File: config.mk
export PLATFORM = sky130hd
export DESIGN_NAME = corebus_subsystem
export DESIGN_NICKNAME = d
export VERILOG_FILES = /design/src/corebus_pkg.sv /design/src/corebus_if.sv /design/src/corebus_slicer.sv /design/src/corebus_decoder.sv /design/src/corebus_sram_target.sv /design/src/corebus_dummy_target.sv /design/src/corebus_response_mux.sv /design/src/corebus_subsystem.sv
export SDC_FILE = /design/constraint.sdc
export NUM_CORES = 2
export LEC_CHECK = 0
export ABC_AREA = 0
export BUFFER_PORTS_ARGS = -buffer_cell sky130_fd_sc_hd__buf_2
export CAP_MARGIN = 20
export CORE_ASPECT_RATIO = 0.5
export CORE_MARGIN = 8
export CORE_UTILIZATION = 45
export DETAILED_ROUTE_END_ITERATION = 7
export PLACE_DENSITY_LB_ADDON = 0.05
export SYNTH_ARGS = -nofsm -noshare
export SYNTH_HDL_FRONTEND = slang
export SYNTH_SLANG_ARGS = --single-unit
File: constraint.sdc
create_clock -name i_clk -period 4.7 [get_ports i_clk]
set_input_delay 0.235 -clock i_clk [delete_from_list [all_inputs] [get_ports i_clk]]
set_output_delay 0.235 -clock i_clk [all_outputs]
set_load 0.02 [all_outputs]
File: src/corebus_pkg.sv
`default_nettype none

package corebus_pkg;

  // ##############################
  // widths and address map
  // ##############################
  localparam int ADDR_WIDTH      = 16;
  localparam int DATA_WIDTH      = 32;
  localparam int ID_WIDTH        = 4;
  localparam int LEN_WIDTH       = 3;   // beats minus one
  localparam int SRAM_DEPTH      = 64;
  localparam int SRAM_ADDR_WIDTH = $clog2(SRAM_DEPTH);

  localparam logic [DATA_WIDTH-1:0] ERROR_DATA = 32'hdead_beaf;

  // ##############################
  // encodings
  // ##############################
  typedef enum logic [1:0] {
    CMD_READ     = 2'd0,
    CMD_WRITE    = 2'd1,  // posted
    CMD_WRITE_NP = 2'd2,
    CMD_MESSAGE  = 2'd3   // posted, no data
  } corebus_cmd_e;

  typedef enum logic {
    RESP_PLAIN = 1'b0,
    RESP_DATA  = 1'b1
  } corebus_resp_e;

  typedef struct packed {
    corebus_cmd_e          kind;
    logic [ID_WIDTH-1:0]   id;
    logic [ADDR_WIDTH-1:0] addr;
    logic [LEN_WIDTH-1:0]  len;
  } corebus_cmd_t;

  typedef struct packed {
    corebus_resp_e         kind;
    logic [ID_WIDTH-1:0]   id;
    logic                  error;
    logic [DATA_WIDTH-1:0] data;
    logic                  last;
  } corebus_resp_t;

  // commands that are followed by write data beats
  function automatic logic has_wdata(corebus_cmd_e kind);
    return (kind == CMD_WRITE) || (kind == CMD_WRITE_NP);
  endfunction

  // commands that the target has to answer
  function automatic logic needs_resp(corebus_cmd_e kind);
    return (kind == CMD_READ) || (kind == CMD_WRITE_NP);
  endfunction

endpackage

`default_nettype wire

File: src/corebus_if.sv
`default_nettype none

interface corebus_if
  import corebus_pkg::*;
();
  logic                  cmd_valid;
  logic                  cmd_accept;
  corebus_cmd_t          cmd;

  logic                  wdata_valid;
  logic                  wdata_accept;
  logic [DATA_WIDTH-1:0] wdata;
  logic                  wdata_last;

  logic                  resp_valid;
  logic                  resp_accept;
  corebus_resp_t         resp;

  modport cmd_master (
    output cmd_valid, cmd,
    input  cmd_accept,
    output wdata_valid, wdata, wdata_last,
    input  wdata_accept
  );

  modport resp_master (
    input  resp_valid, resp,
    output resp_accept
  );

  modport slave (
    input  cmd_valid, cmd,
    output cmd_accept,
    input  wdata_valid, wdata, wdata_last,
    output wdata_accept,
    output resp_valid, resp,
    input  resp_accept
  );

endinterface

`default_nettype wire

File: src/corebus_slicer.sv
`default_nettype none

module corebus_slicer #(
  parameter type payload_t = logic
)(
  input  var logic     i_clk,
  input  var logic     i_rst_n,
  input  var logic     i_valid,
  output logic         o_accept,
  input  var payload_t i_payload,
  output logic         o_valid,
  input  var logic     i_accept,
  output payload_t     o_payload
);
  logic     valid_q;
  payload_t payload_q;
  logic     load;

  // take a new entry when empty or when the held one leaves this cycle
  assign o_accept  = !valid_q || i_accept;
  assign load      = i_valid && o_accept;
  assign o_valid   = valid_q;
  assign o_payload = payload_q;

  always_ff @(posedge i_clk, negedge i_rst_n) begin
    if (!i_rst_n) begin
      valid_q <= 1'b0;
    end
    else if (o_accept) begin
      valid_q <= i_valid;
    end
  end

  always_ff @(posedge i_clk) begin
    if (load) begin
      payload_q <= i_payload;
    end
  end

endmodule

`default_nettype wire

File: src/corebus_decoder.sv
`default_nettype none

module corebus_decoder
  import corebus_pkg::*;
(
  input  var logic                  i_clk,
  input  var logic                  i_rst_n,
  input  var logic                  i_cmd_valid,
  output logic                      o_cmd_accept,
  input  var corebus_cmd_t          i_cmd,
  input  var logic                  i_wdata_valid,
  output logic                      o_wdata_accept,
  input  var logic [DATA_WIDTH-1:0] i_wdata,
  input  var logic                  i_wdata_last,
  input  var logic                  i_resp_done,
  corebus_if.cmd_master             sram_if,
  corebus_if.cmd_master             dummy_if
);
  logic sel_sram;
  logic busy;
  logic wait_resp;    // busy until the last response beat leaves the top
  logic data_active;
  logic data_sram;    // write data goes to the memory
  logic cmd_fire;
  logic wdata_last_fire;

  // ##############################
  // command routing
  // ##############################
  assign sel_sram = i_cmd.addr < ADDR_WIDTH'(SRAM_DEPTH);

  assign sram_if.cmd_valid  = i_cmd_valid && !busy && sel_sram;
  assign sram_if.cmd        = i_cmd;
  assign dummy_if.cmd_valid = i_cmd_valid && !busy && !sel_sram;
  assign dummy_if.cmd       = i_cmd;

  assign o_cmd_accept = !busy && (sel_sram ? sram_if.cmd_accept : dummy_if.cmd_accept);
  assign cmd_fire     = i_cmd_valid && o_cmd_accept;

  // ##############################
  // write data routing
  // ##############################
  assign sram_if.wdata_valid  = i_wdata_valid && data_active && data_sram;
  assign sram_if.wdata        = i_wdata;
  assign sram_if.wdata_last   = i_wdata_last;
  assign dummy_if.wdata_valid = i_wdata_valid && data_active && !data_sram;
  assign dummy_if.wdata       = i_wdata;
  assign dummy_if.wdata_last  = i_wdata_last;

  assign o_wdata_accept = data_active &&
                          (data_sram ? sram_if.wdata_accept : dummy_if.wdata_accept);
  assign wdata_last_fire = i_wdata_valid && o_wdata_accept && i_wdata_last;

  always_ff @(posedge i_clk, negedge i_rst_n) begin
    if (!i_rst_n) begin
      data_active <= 1'b0;
      data_sram   <= 1'b0;
    end
    else if (cmd_fire) begin
      data_active <= has_wdata(i_cmd.kind);
      data_sram   <= sel_sram;
    end
    else if (wdata_last_fire) begin
      data_active <= 1'b0;
    end
  end

  // a message never blocks the next command
  always_ff @(posedge i_clk, negedge i_rst_n) begin
    if (!i_rst_n) begin
      busy      <= 1'b0;
      wait_resp <= 1'b0;
    end
    else if (cmd_fire) begin
      busy      <= i_cmd.kind != CMD_MESSAGE;
      wait_resp <= needs_resp(i_cmd.kind);
    end
    else if (busy && (wait_resp ? i_resp_done : wdata_last_fire)) begin
      busy <= 1'b0;
    end
  end

endmodule

`default_nettype wire

File: src/corebus_sram_target.sv
`default_nettype none

module corebus_sram_target
  import corebus_pkg::*;
(
  input  var logic i_clk,
  input  var logic i_rst_n,
  corebus_if.slave bus_if
);
  logic [DATA_WIDTH-1:0]      mem [SRAM_DEPTH];
  logic [SRAM_ADDR_WIDTH-1:0] addr_q;
  logic [SRAM_ADDR_WIDTH-1:0] cmd_addr;
  logic [LEN_WIDTH-1:0]       count_q;   // read beats still to come after the current one
  logic                       wr_active;
  logic                       np_q;
  logic                       resp_valid_q;
  corebus_resp_t              resp_q;
  logic                       cmd_fire;
  logic                       is_read;
  logic                       wdata_fire;
  logic                       wr_done;
  logic                       resp_fire;

  assign bus_if.cmd_accept   = !wr_active && !resp_valid_q;
  assign bus_if.wdata_accept = wr_active;
  assign bus_if.resp_valid   = resp_valid_q;
  assign bus_if.resp         = resp_q;

  assign cmd_addr   = bus_if.cmd.addr[SRAM_ADDR_WIDTH-1:0];
  assign is_read    = bus_if.cmd.kind == CMD_READ;
  assign cmd_fire   = bus_if.cmd_valid && bus_if.cmd_accept;
  assign wdata_fire = bus_if.wdata_valid && bus_if.wdata_accept;
  assign wr_done    = wdata_fire && bus_if.wdata_last;
  assign resp_fire  = resp_valid_q && bus_if.resp_accept;

  // ##############################
  // control
  // ##############################
  always_ff @(posedge i_clk, negedge i_rst_n) begin
    if (!i_rst_n) begin
      wr_active    <= 1'b0;
      np_q         <= 1'b0;
      resp_valid_q <= 1'b0;
      count_q      <= '0;
    end
    else if (cmd_fire) begin
      wr_active    <= has_wdata(bus_if.cmd.kind);
      np_q         <= bus_if.cmd.kind == CMD_WRITE_NP;
      resp_valid_q <= is_read;
      count_q      <= bus_if.cmd.len;
    end
    else if (wr_done) begin
      wr_active    <= 1'b0;
      resp_valid_q <= np_q;  // only a non-posted write is answered
    end
    else if (resp_fire) begin
      resp_valid_q <= !resp_q.last;
      count_q      <= count_q - 1'b1;
    end
  end

  // ##############################
  // memory and response beat
  // ##############################
  always_ff @(posedge i_clk) begin
    if (cmd_fire) begin
      addr_q       <= is_read ? cmd_addr + 1'b1 : cmd_addr;
      resp_q.kind  <= RESP_DATA;
      resp_q.id    <= bus_if.cmd.id;
      resp_q.error <= 1'b0;
      resp_q.data  <= mem[cmd_addr];
      resp_q.last  <= bus_if.cmd.len == '0;
    end
    else if (wdata_fire) begin
      mem[addr_q] <= bus_if.wdata;
      addr_q      <= addr_q + 1'b1;   // wraps at the end of the memory
      if (bus_if.wdata_last) begin
        resp_q.kind <= RESP_PLAIN;
        resp_q.data <= '0;
        resp_q.last <= 1'b1;
      end
    end
    else if (resp_fire && !resp_q.last) begin
      resp_q.data <= mem[addr_q];
      resp_q.last <= count_q == LEN_WIDTH'(1);
      addr_q      <= addr_q + 1'b1;
    end
  end

endmodule

`default_nettype wire

File: src/corebus_dummy_target.sv
`default_nettype none

module corebus_dummy_target
  import corebus_pkg::*;
(
  input  var logic i_clk,
  input  var logic i_rst_n,
  corebus_if.slave bus_if
);
  logic                 data_phase;
  logic                 resp_pend;     // non-posted write waiting for its last data beat
  logic                 resp_valid_q;
  logic [LEN_WIDTH-1:0] count_q;       // beats left after the current one
  corebus_resp_e        kind_q;
  logic [ID_WIDTH-1:0]  id_q;
  logic                 is_read;
  logic                 cmd_fire;
  logic                 wdata_last_fire;
  logic                 resp_fire;

  assign bus_if.cmd_accept   = !data_phase && !resp_valid_q;
  assign bus_if.wdata_accept = data_phase;
  assign bus_if.resp_valid   = resp_valid_q;

  // every answer is an error and read beats carry the fixed pattern
  assign bus_if.resp = '{
    kind:  kind_q,
    id:    id_q,
    error: 1'b1,
    data:  ERROR_DATA,
    last:  count_q == '0
  };

  assign is_read         = bus_if.cmd.kind == CMD_READ;
  assign cmd_fire        = bus_if.cmd_valid && bus_if.cmd_accept;
  assign wdata_last_fire = bus_if.wdata_valid && bus_if.wdata_accept && bus_if.wdata_last;
  assign resp_fire       = resp_valid_q && bus_if.resp_accept;

  always_ff @(posedge i_clk, negedge i_rst_n) begin
    if (!i_rst_n) begin
      data_phase   <= 1'b0;
      resp_pend    <= 1'b0;
      resp_valid_q <= 1'b0;
      count_q      <= '0;
    end
    else if (cmd_fire) begin
      data_phase   <= has_wdata(bus_if.cmd.kind);
      resp_pend    <= bus_if.cmd.kind == CMD_WRITE_NP;
      resp_valid_q <= is_read;
      count_q      <= is_read ? bus_if.cmd.len : '0;
    end
    else if (wdata_last_fire) begin
      data_phase   <= 1'b0;
      resp_pend    <= 1'b0;
      resp_valid_q <= resp_pend;
    end
    else if (resp_fire) begin
      resp_valid_q <= count_q != '0;
      count_q      <= count_q - 1'b1;
    end
  end

  always_ff @(posedge i_clk) begin
    if (cmd_fire) begin
      kind_q <= is_read ? RESP_DATA : RESP_PLAIN;
      id_q   <= bus_if.cmd.id;
    end
  end

endmodule

`default_nettype wire

File: src/corebus_response_mux.sv
`default_nettype none

module corebus_response_mux
  import corebus_pkg::*;
(
  input  var logic       i_clk,
  input  var logic       i_rst_n,
  corebus_if.resp_master sram_if,
  corebus_if.resp_master dummy_if,
  output logic           o_resp_valid,
  input  var logic       i_resp_accept,
  output corebus_resp_t  o_resp,
  output logic           o_resp_done
);
  logic          mux_valid;
  logic          mux_accept;
  corebus_resp_t mux_resp;

  // the decoder lets only one target hold a response at a time
  assign mux_valid = sram_if.resp_valid || dummy_if.resp_valid;
  assign mux_resp  = sram_if.resp_valid ? sram_if.resp : dummy_if.resp;

  assign sram_if.resp_accept  = mux_accept && sram_if.resp_valid;
  assign dummy_if.resp_accept = mux_accept && dummy_if.resp_valid;

  corebus_slicer #(
    .payload_t (corebus_resp_t)
  ) u_resp_slicer (
    .i_clk     (i_clk),
    .i_rst_n   (i_rst_n),
    .i_valid   (mux_valid),
    .o_accept  (mux_accept),
    .i_payload (mux_resp),
    .o_valid   (o_resp_valid),
    .i_accept  (i_resp_accept),
    .o_payload (o_resp)
  );

  assign o_resp_done = o_resp_valid && i_resp_accept && o_resp.last;  // ends the transaction

endmodule

`default_nettype wire

File: src/corebus_subsystem.sv
`default_nettype none

module corebus_subsystem
  import corebus_pkg::*;
(
  input  var logic                  i_clk,
  input  var logic                  i_rst_n,
  input  var logic                  i_cmd_valid,
  output logic                      o_cmd_accept,
  input  var logic [1:0]            i_cmd_kind,
  input  var logic [ID_WIDTH-1:0]   i_cmd_id,
  input  var logic [ADDR_WIDTH-1:0] i_cmd_addr,
  input  var logic [LEN_WIDTH-1:0]  i_cmd_len,
  input  var logic                  i_wdata_valid,
  output logic                      o_wdata_accept,
  input  var logic [DATA_WIDTH-1:0] i_wdata,
  input  var logic                  i_wdata_last,
  output logic                      o_resp_valid,
  input  var logic                  i_resp_accept,
  output logic                      o_resp_kind,
  output logic [ID_WIDTH-1:0]       o_resp_id,
  output logic                      o_resp_error,
  output logic [DATA_WIDTH-1:0]     o_resp_data,
  output logic                      o_resp_last
);
  corebus_cmd_t  top_cmd;
  corebus_cmd_t  slice_cmd;
  logic          slice_cmd_valid;
  logic          slice_cmd_accept;
  logic          resp_done;
  corebus_resp_t resp;

  corebus_if u_sram_bus ();
  corebus_if u_dummy_bus ();

  assign top_cmd.kind = corebus_cmd_e'(i_cmd_kind);
  assign top_cmd.id   = i_cmd_id;
  assign top_cmd.addr = i_cmd_addr;
  assign top_cmd.len  = i_cmd_len;

  corebus_slicer #(
    .payload_t (corebus_cmd_t)
  ) u_cmd_slicer (
    .i_clk     (i_clk),
    .i_rst_n   (i_rst_n),
    .i_valid   (i_cmd_valid),
    .o_accept  (o_cmd_accept),
    .i_payload (top_cmd),
    .o_valid   (slice_cmd_valid),
    .i_accept  (slice_cmd_accept),
    .o_payload (slice_cmd)
  );

  corebus_decoder u_decoder (
    .i_clk          (i_clk),
    .i_rst_n        (i_rst_n),
    .i_cmd_valid    (slice_cmd_valid),
    .o_cmd_accept   (slice_cmd_accept),
    .i_cmd          (slice_cmd),
    .i_wdata_valid  (i_wdata_valid),
    .o_wdata_accept (o_wdata_accept),
    .i_wdata        (i_wdata),
    .i_wdata_last   (i_wdata_last),
    .i_resp_done    (resp_done),
    .sram_if        (u_sram_bus),
    .dummy_if       (u_dummy_bus)
  );

  corebus_sram_target u_sram (
    .i_clk   (i_clk),
    .i_rst_n (i_rst_n),
    .bus_if  (u_sram_bus)
  );

  corebus_dummy_target u_dummy (
    .i_clk   (i_clk),
    .i_rst_n (i_rst_n),
    .bus_if  (u_dummy_bus)
  );

  corebus_response_mux u_resp_mux (
    .i_clk         (i_clk),
    .i_rst_n       (i_rst_n),
    .sram_if       (u_sram_bus),
    .dummy_if      (u_dummy_bus),
    .o_resp_valid  (o_resp_valid),
    .i_resp_accept (i_resp_accept),
    .o_resp        (resp),
    .o_resp_done   (resp_done)
  );

  assign o_resp_kind  = resp.kind;
  assign o_resp_id    = resp.id;
  assign o_resp_error = resp.error;
  assign o_resp_data  = resp.data;
  assign o_resp_last  = resp.last;

endmodule

`default_nettype wire

Word level (Yosys, flattened, before mapping)
Memories as Yosys holds them, arrays and structs flattened. A register that Yosys moved wholly into a read port is not among the register bits.
Index checks and enable logic that the tools add are counted.
Widths: inputs -> output; s select.
- memories kept: 1
- output and inout bits: 42
- bits in registers: 131
- word-level logic and storage cells: 144
- RAM bits: 2048
- bits of input ports: 63
- memory list (name ; words ; width ; read ports ; clocked after memory_dff ; wr ports ; line ; text):
    u_sram.mem ; 64 ; 32 ; 2 ; 2 ; 1 ; corebus_sram_target.sv:10 ; logic [DATA_WIDTH-1:0] mem [SRAM_DEPTH];
- equal/unequal tests: 7
- magnitude comparators: 1
- $add $sub $neg: 4
- reductions and logical operators: 61
- mux-type cells: 40
- operator list (cell ; count):
    $mux 33 ; 4
    $mux 39 ; 1
    $mux 6 ; 6
    $logic_and 1x1->1 ; 29
    $mux 1 ; 22
    $mux 3 ; 7
    $lt 16x7->1 const B ; 1
    $add 6x1->6 const B ; 2
    $reduce_bool 2->1 ; 6
    $reduce_bool 3->1 ; 4
    $logic_not 1->1 ; 10
    $reduce_and 2->1 ; 4
    $logic_not 3->1 ; 2
    $sub 3x1->3 const B ; 2
    $logic_or 1x1->1 ; 5
    $ne 2x1->1 const B ; 2
    $eq 3x1->1 const B ; 1
    $ne 3x2->1 const B ; 1
    $eq 2x1->1 const B ; 1
    $eq 2x2->1 const B ; 1
    $logic_not 2->1 ; 1
    $ne 2x2->1 const B ; 1

Logic depth before layout (Yosys ltp)
- depth in word-level cells: 9
- mapped depth: 13
- depth with buffers taken out: 7

Cells and area by module
A second synthesis with hierarchy kept.
- cells, all modules: 4971
- area total of the unflattened synthesis: 101591.2 µm²
- by module, submodules not included (module ; sequential area each (µm²) ; cells each ; area an instance (µm²) ; times used):
    corebus_sram_target ; 63080.5 ; 4612 ; 96829.1 ; 1
    corebus_decoder ; 100.1 ; 155 ; 1229.9 ; 1
    corebus_slicer (u_resp_mux.u_resp_slicer) ; 1196.1 ; 43 ; 1224.9 ; 1
    corebus_dummy_target ; 300.3 ; 84 ; 804.5 ; 1
    corebus_slicer (u_cmd_slicer) ; 775.7 ; 29 ; 804.5 ; 1
    corebus_response_mux ; 0.0 ; 48 ; 698.2 ; 1

Worst setup path before layout
Ideal clock, no wire load.
- path type: register to register
- from: reg u_sram.wr_active, in the netlist u_sram.bus_if.wdata_accept
- to: reg u_sram.resp_q (netlist bit u_sram.bus_if.resp[0]), enable pin
- required time: 4.308 ns
- stages on the path, launching flop included: 8
- data arrival time: 2.721 ns
- library setup time: 0.392 ns
- period minus slack after synthesis: 3.113 ns
- path buffers: 1
- slack: 1.587 ns
- cells stage by stage: dfrtp_1 > nor4b_1 > nand4_1 > inv_1 > buf_2 > nor2_1 > o21ai_1 > o21a_1
- cells in the longest elaborated chain, start to end: 5
- elaborated cells on any way between the ends: 7
- those cells by class: eq/ne: 1; reduce/logical: 6
- ends and longest elaborated chain (item ; line ; text):
    start, declared ; corebus_sram_target.sv:14 ; logic wr_active;
    start signal, assigned ; corebus_sram_target.sv:47 ; wr_active <= has_wdata(bus_if.cmd.kind);
    $logic_not 1->1 ; corebus_sram_target.sv:24 ; assign bus_if.cmd_accept = !wr_active && !resp_valid_q;
    $logic_and 1x1->1 ; corebus_sram_target.sv:24 ;
    $logic_and 1x1->1 ; corebus_sram_target.sv:31 ; assign cmd_fire = bus_if.cmd_valid && bus_if.cmd_accept;
    $ne 3x2->1 (no line) or $reduce_bool 3->1 (tied branches) ; -- ;
    $reduce_and 2->1 (no line) (*) ; -- ;
    end, declared ; corebus_sram_target.sv:17 ; corebus_resp_t resp_q;
Mark *: on every way between the ends. The rest lies on a longest branch, timed or not.
A chain may end at the register's enable or synchronous reset.

==> flow_metrics.tcl <==
set metrics [dict create \
    synth-async-reset-ratio_pct 0.8215 \
    worst_pin_slew_ns 1.328 \
    required_ns 5.34 \
    synth_cell_types 70 \
    drive_gt1_share_pct 33.71 \
    layout_min_cycle_time_ns 4.097 \
    cpPeakStageDelay_ns 0.90 \
    endpoint "u_sram.bus_if.resp[26]" \
    cts_tree "done" \
    period_share_pct 87.17 \
    antenna_found_initial 48 \
    path_class "reg2reg" \
    drt-total-wl_um 393600 \
    synth_top_area_cell "edfxtp_1" \
    synth_commonest_cells "2,160 x edfxtp_1, 992 x mux4_2, 262 x mux2i_1" \
    violations "design-rule violations" \
    synth_fp_nets 5233 \
    detail-route-antenna-nets 0 \
    cp_common_cell "buf_4" \
    reg2reg_depth 7 \
    htreeDepth 4 \
    synth_warnings 0 \
    port_buffers 104 \
    yosysMostFrequentCell "edfxtp_1" \
    die_w_um 685.8 \
    track_usage_pct 32.12 \
    start_kind "flop" \
    initial_core_util_pct 45.08 \
    dpl.cell_count 8233 \
    numCtsBuffers 208 \
    synth_cells 5161 \
    finClkSkew_ns 0.05248 \
    drt_first_pass_iters 8 \
    die_h_um 350.9 \
    path_clk_slew_ns 0.07 \
    r2r_end "u_sram.bus_if.resp[26]" \
    syn_avg_cell_area_um2 19.56 \
    wl_per_cell_um 45.33 \
    grt_overflow_total 0 \
    yosysSeqAreaShare_pct 64.97 \
    rsz0062_at_grt "no" \
    max_freq_mhz 244.1 \
    cts_buffer_depth 4 \
    slew_viol_final 0 \
    core_mm2 0.2239 \
    slowest_stage "dfxtp_4" \
    ys_seq_elements 2191 \
    tns_ns 0 \
    finalSetupViolations 0 \
    final_area_mm2 0.1143 \
    post-route-util_pct 51.06 \
    grt_pass1_wl_um 528100 \
    status "complete, but fails checks" \
    row_count 123 \
    synthToLayoutAreaGrowth_pct 13.27 \
    crit_path_end_kind "flop" \
    nets 5585 \
    via_per_inst 7.174 \
    slew_headroom_pct 10.90 \
    cts.sinks 2191 \
    gp_congestion 0.9036 \
    synth_edf_count 2160 \
    rrSetupSlack_ns 0.60 \
    synthTopCellsByArea "edfxtp_1 64%, mux4_2 22%, mux2i_1 2.6%" \
    vdd_drop_max_mv 0.2387 \
    vias 62280 \
    place_area_mm2 0.1071 \
    synthFlopType "edfxtp_1" \
    io-pin-count 105 \
    worstPathCellList "buf_4, mux4_1, nor2b_1, a211oi_2, a2111oi_1, buf_4, or4_1" \
    final-instance-count-excl-fill 8682 \
    synth.top_cell.area_share_pct 64.26 \
    worstPathMaxFanout 32 \
    grt_max_degree 77 \
    clk_latency_ns 0.90 \
    drt_iter0_drc 11100 \
    cp_data_arrival_time_ns 4.73 \
    place_hpwl_um 237500 \
    p_leak_nw 36.20 \
    hold_violations 0 \
    grt_pass1_vias 60410 \
    hold_path.class "in2reg" \
    cts_root_buf "clkbuf_16" \
    syn_area_mm2 0.1009 \
    cap_violations 0 \
    powerDensity_mw_per_mm2 337.3 \
    drc_errors 1 \
    die-area_mm2 0.2406 \
]
[metrics by stage]
stage | hold slack [ns] | total power (W) | setup WS (ns)
floorplan | -0.06059 | 0.02191 | 1.587
global placement | 0.1914 | 0.02222 | 0.3632
detailed placement | 0.2014 | 0.02225 | 0.3452
CTS | 0.005358 | 0.03863 | 0.3530
global route | 0.04489 | 0.03940 | 0.6486
finish | 0.03585 | 0.03856 | 0.6030
[layout by cell type (no fill, tap or decap), types with 45 or more instances in the layout]
master,n
mux4_2,992
buf_4,297
nor2_4,64
mux2i_1,262
buf_12,78
clkbuf_16,213
mux2_2,52
nand3_1,45
edfxtp_1,2160
a21oi_1,95
nor2_1,100
o21ai_0,74
dlygate4sd3_1,49
clkinv_1,51
buf_2,104
o221ai_1,67
nand2_1,237
o22ai_1,82
[state kept, by name (all words and copies together) (netlist names), 3 cells and up, named ones only]
| register | count |
|---|---|
| u_cmd_slicer.o_payload | 25 |
| u_dummy.count_q | 3 |
| u_dummy.id_q | 4 |
| u_resp_mux.u_resp_slicer.o_payload | 39 |
| u_sram.addr_q | 6 |
| u_sram.bus_if.resp | 38 |
| u_sram.count_q | 3 |
| u_sram.mem | 2048 |
[worst min-delay path by stage]
stage,slack [ns],start,end,depth (start not counted)
after floorplan,-0.06,i_rst_n,u_cmd_slicer.o_valid,0
after global placement,0.19,i_rst_n,u_resp_mux.u_resp_slicer.o_valid,1
after detailed placement,0.20,i_rst_n,u_resp_mux.u_resp_slicer.o_valid,1
after CTS,0.005,i_wdata[25],u_sram.mem[14][25],2
after global routing,0.04,i_wdata[25],u_sram.mem[13][25],2
final,0.04,i_wdata[10],u_sram.mem[7][10],2
[final cells by class]
type / count / area [um^2]
Timing Repair Buffer: 536 / 4954
Antenna cell: 16 / 40.04
Fill cell: 17900 / 109600
Clock buffer: 254 / 5484
Multi-Input combinational cell: 2557 / 33530
Clock inverter: 109 / 873.3
Sequential cell: 2191 / 65610
Inverter: 19 / 86.33
Tap cell: 3000 / 3754
[repair_timing]
| action | CTS | global route |
|---|---|---|
| gates resized for setup | 0 | 0 |
| hold endpoints to repair | 107 | 451 |
| setup buffers | 0 | 0 |
| hold buffers | 34 | 15 |
[where the power goes]
part	switching [W]	total [W]	internal, W
combinational	0.000357	0.000458	0.000101
sequential	0.00000898	0.0214	0.0214
clock	0.00761	0.0167	0.00905
[logic make-up after synthesis]
logic type               after synthesis  synth area share (%)
buffers and inverters                413                 2.359
AND/OR/NAND/NOR                      666                 3.046
AO/OA/AOI/OAI                        548                 3.702
adder cells (fa/ha/maj)                9                0.1116
flip-flops                          2191                 64.97
XOR/XNOR                              13                0.1128
multiplexers                        1321                 25.70
[worst max-delay path: cells and delay by family (launching register included)]
family	cells	cell delay, ns
AO/OA/AOI/OAI	2	1.09
flip-flops	1	0.90
buffers and inverters	2	0.74
AND/OR/NAND/NOR	2	0.66
multiplexers	1	0.36
[layer usage]
layer	track usage (%)	wire, um
met1	46.76	158200
met2	44.74	163400
met3	13.26	60750
met4	8.178	10990
met5	0	172
Power figures use the tool's default switching activity.
